===== config.mk =====
export PLATFORM = sky130hd
export DESIGN_NAME = id_stage_flat
export DESIGN_NICKNAME = d
export VERILOG_FILES = /design/src/hw/rv_alu_pkg.sv /design/src/hw/rv_isa_pkg.sv /design/src/hw/rv_exec_if.sv /design/src/hw/id_stage.sv /design/src/flat_wrapper.sv
export SDC_FILE = /design/constraint.sdc
export NUM_CORES = 1
export LEC_CHECK = 0
export BUFFER_PORTS_ARGS = -buffer_cell sky130_fd_sc_hd__buf_4
export CAP_MARGIN = 15
export CELL_PAD_IN_SITES_DETAIL_PLACEMENT = 0
export CELL_PAD_IN_SITES_GLOBAL_PLACEMENT = 1
export CORE_AREA = 2 2 201 203
export CTS_CLUSTER_DIAMETER = 200
export DETAILED_ROUTE_END_ITERATION = 8
export DIE_AREA = 0 0 203 205
export GPL_TIMING_DRIVEN = 0
export PLACE_DENSITY_LB_ADDON = 0.1
export SYNTH_ARGS = -nofsm -noshare
export SYNTH_HDL_FRONTEND = slang
export SYNTH_SLANG_ARGS = --single-unit

===== constraint.sdc =====
create_clock -name clk -period 2.61 [get_ports clk]
set_clock_uncertainty 0.1 [all_clocks]
set_input_delay 0.3915 -clock clk [delete_from_list [all_inputs] [get_ports clk]]
set_output_delay 0.3915 -clock clk [all_outputs]
set_load 0.02 [all_outputs]

===== src/hw/rv_alu_pkg.sv =====
package rv_alu_pkg;

	// Width of the data path and of the pc.
	localparam int REG_W = 64;

	// ALU operations. Code zero is left unused.
	typedef enum logic [4:0] {
		ALU_ADD = 5'd1,
		ALU_SLT,
		ALU_SLTU,
		ALU_XOR,
		ALU_OR,
		ALU_AND,
		ALU_SLL,
		ALU_SRL,
		ALU_SRA,
		ALU_SUB,
		ALU_LUI,
		ALU_BEQ,
		ALU_BNE,
		ALU_BLT,
		ALU_BGE,
		ALU_BLTU,
		ALU_BGEU,
		ALU_ADDW,
		ALU_SUBW,
		ALU_SLLW,
		ALU_SRLW,
		ALU_SRAW
	} alu_op_e;

	// Where a source operand is taken from in the execute stage.
	typedef enum logic [1:0] {
		FWD_RF = 2'd0,
		FWD_ME = 2'd1,
		FWD_WB = 2'd2
	} fwd_src_e;

	typedef enum logic {
		OP1_RS1 = 1'b0,
		OP1_PC  = 1'b1
	} op1_src_e;

	typedef enum logic [1:0] {
		OP2_RS2  = 2'd0,
		OP2_IMM  = 2'd1,
		OP2_FOUR = 2'd2
	} op2_src_e;

endpackage


===== src/hw/rv_isa_pkg.sv =====
package rv_isa_pkg;

	// Register index into the integer register file.
	typedef logic [4:0] reg_idx_t;

	// Major opcodes handled by the execute pipeline.
	localparam logic [6:0] OPC_OP        = 7'b0110011;
	localparam logic [6:0] OPC_OP_IMM    = 7'b0010011;
	localparam logic [6:0] OPC_OP_32     = 7'b0111011;
	localparam logic [6:0] OPC_OP_IMM_32 = 7'b0011011;
	localparam logic [6:0] OPC_LUI       = 7'b0110111;
	localparam logic [6:0] OPC_AUIPC     = 7'b0010111;
	localparam logic [6:0] OPC_BRANCH    = 7'b1100011;
	localparam logic [6:0] OPC_JAL       = 7'b1101111;
	localparam logic [6:0] OPC_JALR      = 7'b1100111;

	typedef struct packed {
		logic [6:0] funct7;
		reg_idx_t   rs2;
		reg_idx_t   rs1;
		logic [2:0] funct3;
		reg_idx_t   rd;
		logic [6:0] opcode;
	} r_fmt_t;

	typedef struct packed {
		logic [11:0] imm;
		reg_idx_t    rs1;
		logic [2:0]  funct3;
		reg_idx_t    rd;
		logic [6:0]  opcode;
	} i_fmt_t;

	// In the branch format the rd slot carries the low immediate bits.
	typedef struct packed {
		logic       imm12;
		logic [5:0] imm10_5;
		reg_idx_t   rs2;
		reg_idx_t   rs1;
		logic [2:0] funct3;
		logic [3:0] imm4_1;
		logic       imm11;
		logic [6:0] opcode;
	} b_fmt_t;

	typedef struct packed {
		logic [19:0] imm;
		reg_idx_t    rd;
		logic [6:0]  opcode;
	} u_fmt_t;

	typedef struct packed {
		logic       imm20;
		logic [9:0] imm10_1;
		logic       imm11;
		logic [7:0] imm19_12;
		reg_idx_t   rd;
		logic [6:0] opcode;
	} j_fmt_t;

	// One instruction word seen through every encoding format.
	typedef union packed {
		r_fmt_t r;
		i_fmt_t i;
		b_fmt_t b;
		u_fmt_t u;
		j_fmt_t j;
	} instr_u;

endpackage


===== src/hw/rv_exec_if.sv =====
`timescale 1ns/1ps

// ID/EX pipeline register contents.
interface id_ex_if;
	logic                          valid;
	logic [rv_alu_pkg::REG_W-1:0]  pc;
	logic [rv_alu_pkg::REG_W-1:0]  imm;
	logic [rv_alu_pkg::REG_W-1:0]  rs1_data;
	logic [rv_alu_pkg::REG_W-1:0]  rs2_data;
	rv_alu_pkg::fwd_src_e          rs1_src;
	rv_alu_pkg::fwd_src_e          rs2_src;
	rv_alu_pkg::op1_src_e          op1_src;
	rv_alu_pkg::op2_src_e          op2_src;
	rv_alu_pkg::alu_op_e           alu_op;
	logic                          pc_src;
	logic                          is_jump;
	rv_isa_pkg::reg_idx_t          rd;
	logic                          wen;

	modport src (output valid, pc, imm, rs1_data, rs2_data, rs1_src, rs2_src,
		op1_src, op2_src, alu_op, pc_src, is_jump, rd, wen);
	modport dst (input valid, pc, imm, rs1_data, rs2_data, rs1_src, rs2_src,
		op1_src, op2_src, alu_op, pc_src, is_jump, rd, wen);
endinterface


// The EX/MEM and MEM/WB levels, seen as forwarding sources.
interface fwd_if;
	logic                          me_valid;
	rv_isa_pkg::reg_idx_t          me_rd;
	logic                          me_wen;
	logic [rv_alu_pkg::REG_W-1:0]  me_alu_result;
	logic                          wb_valid;
	rv_isa_pkg::reg_idx_t          wb_rd;
	logic                          wb_wen;
	logic [rv_alu_pkg::REG_W-1:0]  wb_rd_data;

	modport src (output me_valid, me_rd, me_wen, me_alu_result,
		wb_valid, wb_rd, wb_wen, wb_rd_data);
	modport ctl (input me_rd, me_wen);
	modport dat (input me_alu_result, wb_rd_data);
endinterface


===== src/hw/id_stage.sv =====
`timescale 1ns/1ps

module id_stage (
	input  logic                          clk,
	input  logic                          reset,
	input  logic                          in_valid,
	input  rv_isa_pkg::instr_u            in_instr,
	input  logic [rv_alu_pkg::REG_W-1:0]  in_pc,
	output rv_isa_pkg::reg_idx_t          rs1,
	output rv_isa_pkg::reg_idx_t          rs2,
	input  logic [rv_alu_pkg::REG_W-1:0]  rs1_data,
	input  logic [rv_alu_pkg::REG_W-1:0]  rs2_data,
	id_ex_if.src                          ex,
	fwd_if.ctl                            fwd
);

	logic [6:0]                    opcode;
	logic [2:0]                    funct3;
	logic                          alt;
	logic [rv_alu_pkg::REG_W-1:0]  imm_i;
	logic [rv_alu_pkg::REG_W-1:0]  imm_b;
	logic [rv_alu_pkg::REG_W-1:0]  imm_u;
	logic [rv_alu_pkg::REG_W-1:0]  imm_j;

	rv_alu_pkg::alu_op_e           dec_alu_op;
	rv_alu_pkg::op1_src_e          dec_op1_src;
	rv_alu_pkg::op2_src_e          dec_op2_src;
	logic [rv_alu_pkg::REG_W-1:0]  dec_imm;
	logic                          dec_wen;
	logic                          dec_pc_src;
	logic                          dec_is_jump;
	rv_alu_pkg::fwd_src_e          rs1_src;
	rv_alu_pkg::fwd_src_e          rs2_src;

	assign opcode = in_instr.r.opcode;
	assign funct3 = in_instr.r.funct3;
	// Bit 30 picks SUB and the arithmetic right shifts.
	assign alt    = in_instr.r.funct7[5];
	assign rs1    = in_instr.r.rs1;
	assign rs2    = in_instr.r.rs2;

	assign imm_i = {{52{in_instr.i.imm[11]}}, in_instr.i.imm};
	assign imm_b = {{51{in_instr.b.imm12}}, in_instr.b.imm12, in_instr.b.imm11,
		in_instr.b.imm10_5, in_instr.b.imm4_1, 1'b0};
	assign imm_u = {{32{in_instr.u.imm[19]}}, in_instr.u.imm, 12'b0};
	assign imm_j = {{43{in_instr.j.imm20}}, in_instr.j.imm20, in_instr.j.imm19_12,
		in_instr.j.imm11, in_instr.j.imm10_1, 1'b0};

	always_comb begin
		dec_alu_op  = rv_alu_pkg::ALU_ADD;
		dec_op1_src = rv_alu_pkg::OP1_RS1;
		dec_op2_src = rv_alu_pkg::OP2_RS2;
		dec_imm     = imm_i;
		dec_wen     = 1'b0;
		dec_pc_src  = 1'b0;
		dec_is_jump = 1'b0;
		case (opcode)
			rv_isa_pkg::OPC_OP, rv_isa_pkg::OPC_OP_IMM: begin
				dec_wen = 1'b1;
				if (opcode == rv_isa_pkg::OPC_OP_IMM) begin
					dec_op2_src = rv_alu_pkg::OP2_IMM;
				end
				case (funct3)
					3'd0: dec_alu_op = (alt && opcode == rv_isa_pkg::OPC_OP) ?
						rv_alu_pkg::ALU_SUB : rv_alu_pkg::ALU_ADD;
					3'd1: dec_alu_op = rv_alu_pkg::ALU_SLL;
					3'd2: dec_alu_op = rv_alu_pkg::ALU_SLT;
					3'd3: dec_alu_op = rv_alu_pkg::ALU_SLTU;
					3'd4: dec_alu_op = rv_alu_pkg::ALU_XOR;
					3'd5: dec_alu_op = alt ? rv_alu_pkg::ALU_SRA : rv_alu_pkg::ALU_SRL;
					3'd6: dec_alu_op = rv_alu_pkg::ALU_OR;
					default: dec_alu_op = rv_alu_pkg::ALU_AND;
				endcase
			end
			rv_isa_pkg::OPC_OP_32, rv_isa_pkg::OPC_OP_IMM_32: begin
				if (opcode == rv_isa_pkg::OPC_OP_IMM_32) begin
					dec_op2_src = rv_alu_pkg::OP2_IMM;
				end
				dec_wen = 1'b1;
				case (funct3)
					3'd0: dec_alu_op = (alt && opcode == rv_isa_pkg::OPC_OP_32) ?
						rv_alu_pkg::ALU_SUBW : rv_alu_pkg::ALU_ADDW;
					3'd1: dec_alu_op = rv_alu_pkg::ALU_SLLW;
					3'd5: dec_alu_op = alt ? rv_alu_pkg::ALU_SRAW : rv_alu_pkg::ALU_SRLW;
					default: dec_wen = 1'b0;
				endcase
			end
			rv_isa_pkg::OPC_LUI: begin
				dec_alu_op  = rv_alu_pkg::ALU_LUI;
				dec_op2_src = rv_alu_pkg::OP2_IMM;
				dec_imm     = imm_u;
				dec_wen     = 1'b1;
			end
			rv_isa_pkg::OPC_AUIPC: begin
				dec_op1_src = rv_alu_pkg::OP1_PC;
				dec_op2_src = rv_alu_pkg::OP2_IMM;
				dec_imm     = imm_u;
				dec_wen     = 1'b1;
			end
			rv_isa_pkg::OPC_BRANCH: begin
				dec_imm = imm_b;
				case (funct3)
					3'd0: dec_alu_op = rv_alu_pkg::ALU_BEQ;
					3'd1: dec_alu_op = rv_alu_pkg::ALU_BNE;
					3'd4: dec_alu_op = rv_alu_pkg::ALU_BLT;
					3'd5: dec_alu_op = rv_alu_pkg::ALU_BGE;
					3'd6: dec_alu_op = rv_alu_pkg::ALU_BLTU;
					3'd7: dec_alu_op = rv_alu_pkg::ALU_BGEU;
					default: dec_alu_op = rv_alu_pkg::ALU_ADD;
				endcase
			end
			rv_isa_pkg::OPC_JAL, rv_isa_pkg::OPC_JALR: begin
				// Jumps write the link address pc + 4 through the ALU.
				dec_op1_src = rv_alu_pkg::OP1_PC;
				dec_op2_src = rv_alu_pkg::OP2_FOUR;
				dec_imm     = (opcode == rv_isa_pkg::OPC_JAL) ? imm_j : imm_i;
				dec_pc_src  = (opcode == rv_isa_pkg::OPC_JALR);
				dec_is_jump = 1'b1;
				dec_wen     = 1'b1;
			end
			default: dec_wen = 1'b0;
		endcase
	end

	// The ID/EX occupant will sit in EX/MEM when this one executes, hence ME.
	assign rs1_src = (ex.wen && ex.rd == rs1) ? rv_alu_pkg::FWD_ME :
		(fwd.me_wen && fwd.me_rd == rs1) ? rv_alu_pkg::FWD_WB : rv_alu_pkg::FWD_RF;
	assign rs2_src = (ex.wen && ex.rd == rs2) ? rv_alu_pkg::FWD_ME :
		(fwd.me_wen && fwd.me_rd == rs2) ? rv_alu_pkg::FWD_WB : rv_alu_pkg::FWD_RF;

	always_ff @(posedge clk) begin
		if (reset) begin
			ex.valid <= 1'b0;
			ex.wen   <= 1'b0;
		end else begin
			ex.valid <= in_valid;
			ex.wen   <= in_valid && dec_wen && in_instr.r.rd != '0;
		end
	end

	always_ff @(posedge clk) begin
		ex.pc       <= in_pc;
		ex.imm      <= dec_imm;
		ex.rs1_data <= rs1_data;
		ex.rs2_data <= rs2_data;
		ex.rs1_src  <= rs1_src;
		ex.rs2_src  <= rs2_src;
		ex.op1_src  <= dec_op1_src;
		ex.op2_src  <= dec_op2_src;
		ex.alu_op   <= dec_alu_op;
		ex.pc_src   <= dec_pc_src;
		ex.is_jump  <= dec_is_jump;
		ex.rd       <= in_instr.r.rd;
	end

endmodule


===== src/flat_wrapper.sv =====
// flat-port wrapper written by rule: the top's interface ports become plain ports
module id_stage_flat 
  (clk, reset, in_valid, in_instr, in_pc, rs1, rs2, rs1_data, rs2_data, ex_valid, ex_pc, ex_imm, ex_rs1_data, ex_rs2_data, ex_rs1_src, ex_rs2_src, ex_op1_src, ex_op2_src, ex_alu_op, ex_pc_src, ex_is_jump, ex_rd, ex_wen, fwd_me_rd, fwd_me_wen);
  id_ex_if ex_i ();
  fwd_if fwd_i ();
  input  logic clk;
  input  logic reset;
  input  logic in_valid;
  input  rv_isa_pkg::instr_u in_instr;
  input  logic [rv_alu_pkg::REG_W-1:0] in_pc;
  output rv_isa_pkg::reg_idx_t rs1;
  output rv_isa_pkg::reg_idx_t rs2;
  input  logic [rv_alu_pkg::REG_W-1:0] rs1_data;
  input  logic [rv_alu_pkg::REG_W-1:0] rs2_data;
  output wire logic [$bits(ex_i.valid)-1:0] ex_valid;
  output wire logic [$bits(ex_i.pc)-1:0] ex_pc;
  output wire logic [$bits(ex_i.imm)-1:0] ex_imm;
  output wire logic [$bits(ex_i.rs1_data)-1:0] ex_rs1_data;
  output wire logic [$bits(ex_i.rs2_data)-1:0] ex_rs2_data;
  output wire logic [$bits(ex_i.rs1_src)-1:0] ex_rs1_src;
  output wire logic [$bits(ex_i.rs2_src)-1:0] ex_rs2_src;
  output wire logic [$bits(ex_i.op1_src)-1:0] ex_op1_src;
  output wire logic [$bits(ex_i.op2_src)-1:0] ex_op2_src;
  output wire logic [$bits(ex_i.alu_op)-1:0] ex_alu_op;
  output wire logic [$bits(ex_i.pc_src)-1:0] ex_pc_src;
  output wire logic [$bits(ex_i.is_jump)-1:0] ex_is_jump;
  output wire logic [$bits(ex_i.rd)-1:0] ex_rd;
  output wire logic [$bits(ex_i.wen)-1:0] ex_wen;
  input wire logic [$bits(fwd_i.me_rd)-1:0] fwd_me_rd;
  input wire logic [$bits(fwd_i.me_wen)-1:0] fwd_me_wen;
  assign ex_valid = ex_i.valid;
  assign ex_pc = ex_i.pc;
  assign ex_imm = ex_i.imm;
  assign ex_rs1_data = ex_i.rs1_data;
  assign ex_rs2_data = ex_i.rs2_data;
  assign ex_rs1_src = ex_i.rs1_src;
  assign ex_rs2_src = ex_i.rs2_src;
  assign ex_op1_src = ex_i.op1_src;
  assign ex_op2_src = ex_i.op2_src;
  assign ex_alu_op = ex_i.alu_op;
  assign ex_pc_src = ex_i.pc_src;
  assign ex_is_jump = ex_i.is_jump;
  assign ex_rd = ex_i.rd;
  assign ex_wen = ex_i.wen;
  assign fwd_i.me_rd = fwd_me_rd;
  assign fwd_i.me_wen = fwd_me_wen;
  id_stage u_core (.clk(clk), .reset(reset), .in_valid(in_valid), .in_instr(in_instr), .in_pc(in_pc), .rs1(rs1), .rs2(rs2), .rs1_data(rs1_data), .rs2_data(rs2_data), .ex(ex_i), .fwd(fwd_i));
endmodule

* Word-level counts from Yosys, hierarchy flattened
Index checks and enable logic that the tools add are counted.
** Cells by class
- Equal/unequal tests :: 20
- Muxes and demuxes :: 19
- Reduce and logical (&&, ||, !) cells :: 17
** Operators with widths (count)
- one-hot mux 31 bit (3 select lines) :: 1
- one-hot mux 5 bit (7 select lines) :: 1
- one-hot mux 5 bit (6 select lines) :: 1
- equality test 7 x 5 -> 1 bit (second input constant) :: 3
- equality test 7 x 6 -> 1 bit (second input constant) :: 3
- equality test 7 bit (second input constant) :: 3
- equality test 5 bit :: 4
- two-way mux 20 bit :: 1
- one-hot mux 5 bit (4 select lines) :: 1
- one-hot mux 5 bit (3 select lines) :: 1
- equality test 3 bit (second input constant) :: 4
- logical AND 1 bit :: 8
- one-hot mux 2 bit (4 select lines) :: 1
- OR reduction 2 bit :: 4
- two-way mux 1 bit :: 7
- equality test 3 x 2 -> 1 bit (second input constant) :: 2
- two-way mux 2 bit :: 3
- OR reduction 3 bit :: 2
- OR reduction 6 bit :: 1
- nonzero test 5 bit :: 1
- two-way mux 4 bit :: 1
- equality test 3 x 1 -> 1 bit (second input constant) :: 1
- zero test 3 bit :: 1
- one-hot mux 1 bit (2 select lines) :: 1
** Storage, ports and cells
- Bits in registers :: 245
- Input port bits :: 233
- Output and inout bits :: 287
- Logic and storage cells :: 70

* Logic depth before layout (Yosys ltp)
- Depth in word-level cells :: 6
- Depth in mapped cells :: 6

* Worst setup path after synthesis
OpenSTA, ideal clock, no wires.
- Path kind :: input to register
- From :: input port in_instr[1] (netlist name)
- To :: register u_core.ex.imm[15]
- Library setup time :: 0.121 ns
- Arrival time :: 1.486 ns
- Slack :: 0.903 ns
- Stages on the path :: 6
- Cell sequence :: nand2_1 nor2_4 nand2_4 inv_2 a2bb2oi_4 mux2_2
** On the way
- Word-level cells in the longest chain between the ends :: 3
- Elaborated cells on any way between the ends :: 9
- Those cells by class :: eq/ne: 5; mux: 2; reduce/logical: 2
** Ends and longest elaborated chain
- start: declaration :: RTL line flat_wrapper.sv:9 : input rv_isa_pkg::instr_u in_instr;
- equality test 7 bit, or another cell as far along :: RTL line id_stage.sv:57, id_stage.sv:116
- two-way mux 20 bit, or another cell as far along :: RTL line id_stage.sv:116 : dec_imm = (opcode == rv_isa_pkg::OPC_JAL) ? imm_j : imm_i;
- one-hot mux 31 bit (3 select lines) * :: RTL line id_stage.sv:57 : case (opcode)
- named net u_core.dec_imm (one bit) :: RTL line id_stage.sv:28 : logic [rv_alu_pkg::REG_W-1:0] dec_imm;
- end signal: assignment :: RTL line id_stage.sv:143 : ex.imm <= dec_imm;
- end: declaration :: RTL line rv_exec_if.sv:20 : modport src (output valid, pc, imm, rs1_data, rs2_data, rs1_src, rs2_src,
The timed path passes the listed nets; every way through them passes the cells marked *.
A chain may end at the register's enable or synchronous reset.

* Worst setup path after layout
- From :: register, netlist name u_core.ex.imm[31]
- To :: output port ex_imm[47]
** RTL lines
- end: declaration :: RTL line flat_wrapper.sv:17 : output wire logic [$bits(ex_i.imm)-1:0] ex_imm;
No word-level cell between the ends.

==> reports/results.ini <==
[power_and_ir_drop]
irDropWorstVdd_uv=407
leakage_nw=6.62
p_per_area_mw_per_mm2=702

[clocking]
htree_levels=1
clk_pin_slew_ps=60
tritoncts=yes
max-clock-path-buffers=3
cts_root_buf=clkbuf_16
cts_inserted_buffers=30
clock-sinks=245
insertion_delay_ps=560

[logic_synthesis]
synth_area_leaders=dfxtp_1, buf_4, xor2_1
yosysSeqAreaShare=0.787
syn_nets=662
synthFlopType=dfxtp_1
synth_seq_cells=245
ys_types=46
synth_area_mm2=0.00624
avgSynthCellArea_um2=14.5
synth_edf_count=0
ys_warn_count=0
synth_largest_area_cell=dfxtp_1
async_reset_ff_frac=0
yosysTopAreaCellShare=0.787
synthCells=429

[setup_path]
cp-startpoint=u_core.ex.imm[31]$_DFF_P_
cp_max_fo=33
start_kind=register
required_ps=2120
critPathArrivalTime_ps=1590
r2r_start=u_core.ex.rd[1]$_DFF_P_
end_kind=output pin
path_class=reg -> out

[finish]
layout.cells.most_common_list=buf_4, dfxtp_1, dlygate4sd3_1
layout-drive-gt1-share=0.522
fillCellCount=4012
final_common_cell=buf_4
syn_to_final_growth_pct=124
final_nets=1424

[timing]
min_period_ps=2090
hold_viol=0
rsz0062_at_grt=no
slew_headroom=0.600
timing.final.crit_share=0.799
setup_ws_ps=524
setup_tns_ps=0
setup_viol=0
maxSlewViolCount=0
worst_pin_slew_ps=596
fmax_mhz=479

[global_route]
grt_pass1_wl_um=41600
grt_max_degree=34
track_usage=0.136
antenna_found_initial=1
grt_pass1_vias=6300
grt_overflow=0

[floorplanning]
ios=520
start_util=0.158
die_area_mm2=0.0416
rows=73
dieWidth_um=203
coreArea_mm2=0.0394
die_y_um=205

[route]
wirelength_um=30400
drc_errors=0
drt-initial-drc-count=168
final_antenna_net_count=0
wl_per_cell_um=17.5
dr_total_vias=5951
firstDrtPassIters=4
avgViaCountPerCell=3.42

[placement]
gp_congestion=0.719
hpwlAfterDp_um=24000
port_buffers=517
pre_cts_slack_ps=448

[min_path]
hp-class=in -> reg
hp-start=in_instr[23]

[flow_run]
maxCapViolations=0

[run_status]
outcome=finished, final reports clean

==> worst max-delay path: stages, from the launching register on <==
cell,delay (ps)
dfxtp_2,690
buf_4,200
buf_4,130
==> per-layer routing <==
| metal | wire [um] | up-vias | global-route usage |
|---|---|---|---|
| li1 | - | 2901 | - |
| met2 | 16500 | 262 | 0.259 |
| met4 | 483 | 0 | 0.0368 |
| met1 | 10600 | 2753 | 0.141 |
| met5 | 0 | - | 0 |
| met3 | 2790 | 35 | 0.0490 |
==> sequential cells by signal, summed over array words and instances (netlist names) <==
signal	flops
u_core.ex.pc_src	1
u_core.ex.op1_src	1
u_core.ex.is_jump	1
u_core.ex.wen	1
u_core.ex.valid	1
u_core.ex.rs2_src	2
u_core.ex.alu_op	5
u_core.ex.op2_src	2
u_core.ex.rs1_src	2
u_core.ex.imm	32
u_core.ex.pc	64
u_core.ex.rs1_data	64
u_core.ex.rs2_data	64
u_core.ex.rd	5
==> kinds of logic after synthesis <==
kind of cell | synth area share
and+or+nand+nor | 0.0542
buffers and inverters | 0.0616
DFF | 0.787
muxes | 0.0161
xor gates and xnor gates | 0.0295
AOI/OAI and AO/OA | 0.0522
==> report_power, final <==
group          switching [mW]  internal [mW]
sequential             0.0640           3.94
combinational           0.643          0.789
clock                    1.67           2.70
total                    2.38           7.43
==> per-stage QoR <==
stage / instances / power (mW) / hold WS, ps / utilization / area (um^2)
global route: 1738 / 10.2 / 0.676 / 0.355 / 14000
global placement: 1471 / 5.26 / 396 / 0.274 / 10800
finish: 1738 / 9.81 / 33.7 / 0.355 / 14000
CTS: 1737 / 9.99 / 4.96 / 0.355 / 14000
detailed placement: 1471 / 5.25 / 397 / 0.274 / 10800
floorplan: 429 / 4.51 / 319 / - / 6240
==> final timing paths <==
| check | slack (ps) | endpoint | depth (start not counted) |
|---|---|---|---|
| setup / recovery | 520 | ex_imm[47] | 2 |
| hold / removal | 30 | u_core.ex.imm[23]$_DFF_P_ | 2 |
| setup reg to reg | 1330 | u_core.ex.rs1_src[1]$_SDFF_PP0_ | 4 |
| hold reg to reg | 470 | u_core.ex.rs2_src[0]$_SDFF_PP1_ | 1 |
==> cells in the mapped netlist, types with 2 or more instances <==
cell and n:
a2111oi_0 2, nand2b_1 2, mux2_2 8, dfxtp_1 245, or2_2 2, buf_4 43, inv_1 7, a21oi_1 5
nand2_1 6, o311ai_0 2, o22ai_1 2, nor2_1 10, a22o_1 5, o21ai_0 6, and3_1 2, nor3_1 2
a21o_1 11, xor2_1 16, nor4_1 4, nand3_1 5, xnor2_1 5, nor2b_1 9, clkbuf_1 7
==> layout make-up <==
| type | count | area, um^2 | area share |
|---|---|---|---|
| repair buffers | 730 | 6010 | 0.430 |
| diodes | 1 | 2.50 | 0.000179 |
| flip-flops and latches | 245 | 4910 | 0.351 |
| well taps | 525 | 657 | 0.0470 |
| plain buffers | 51 | 354 | 0.0253 |
| clock inverters | 13 | 201 | 0.0144 |
| clock buffers | 40 | 858 | 0.0614 |
| multi-input cells | 125 | 947 | 0.0678 |
| inverters | 8 | 30.0 | 0.00215 |
==> timing repair <==
action                     4_1_cts  5_1_grt
setup buffers                    0        0
resized for setup                0        1
setup endpoints to repair        0       32
hold endpoints to repair       220        0
hold buffers                   213        0
Note: power is estimated with default switching activity, not from simulation.
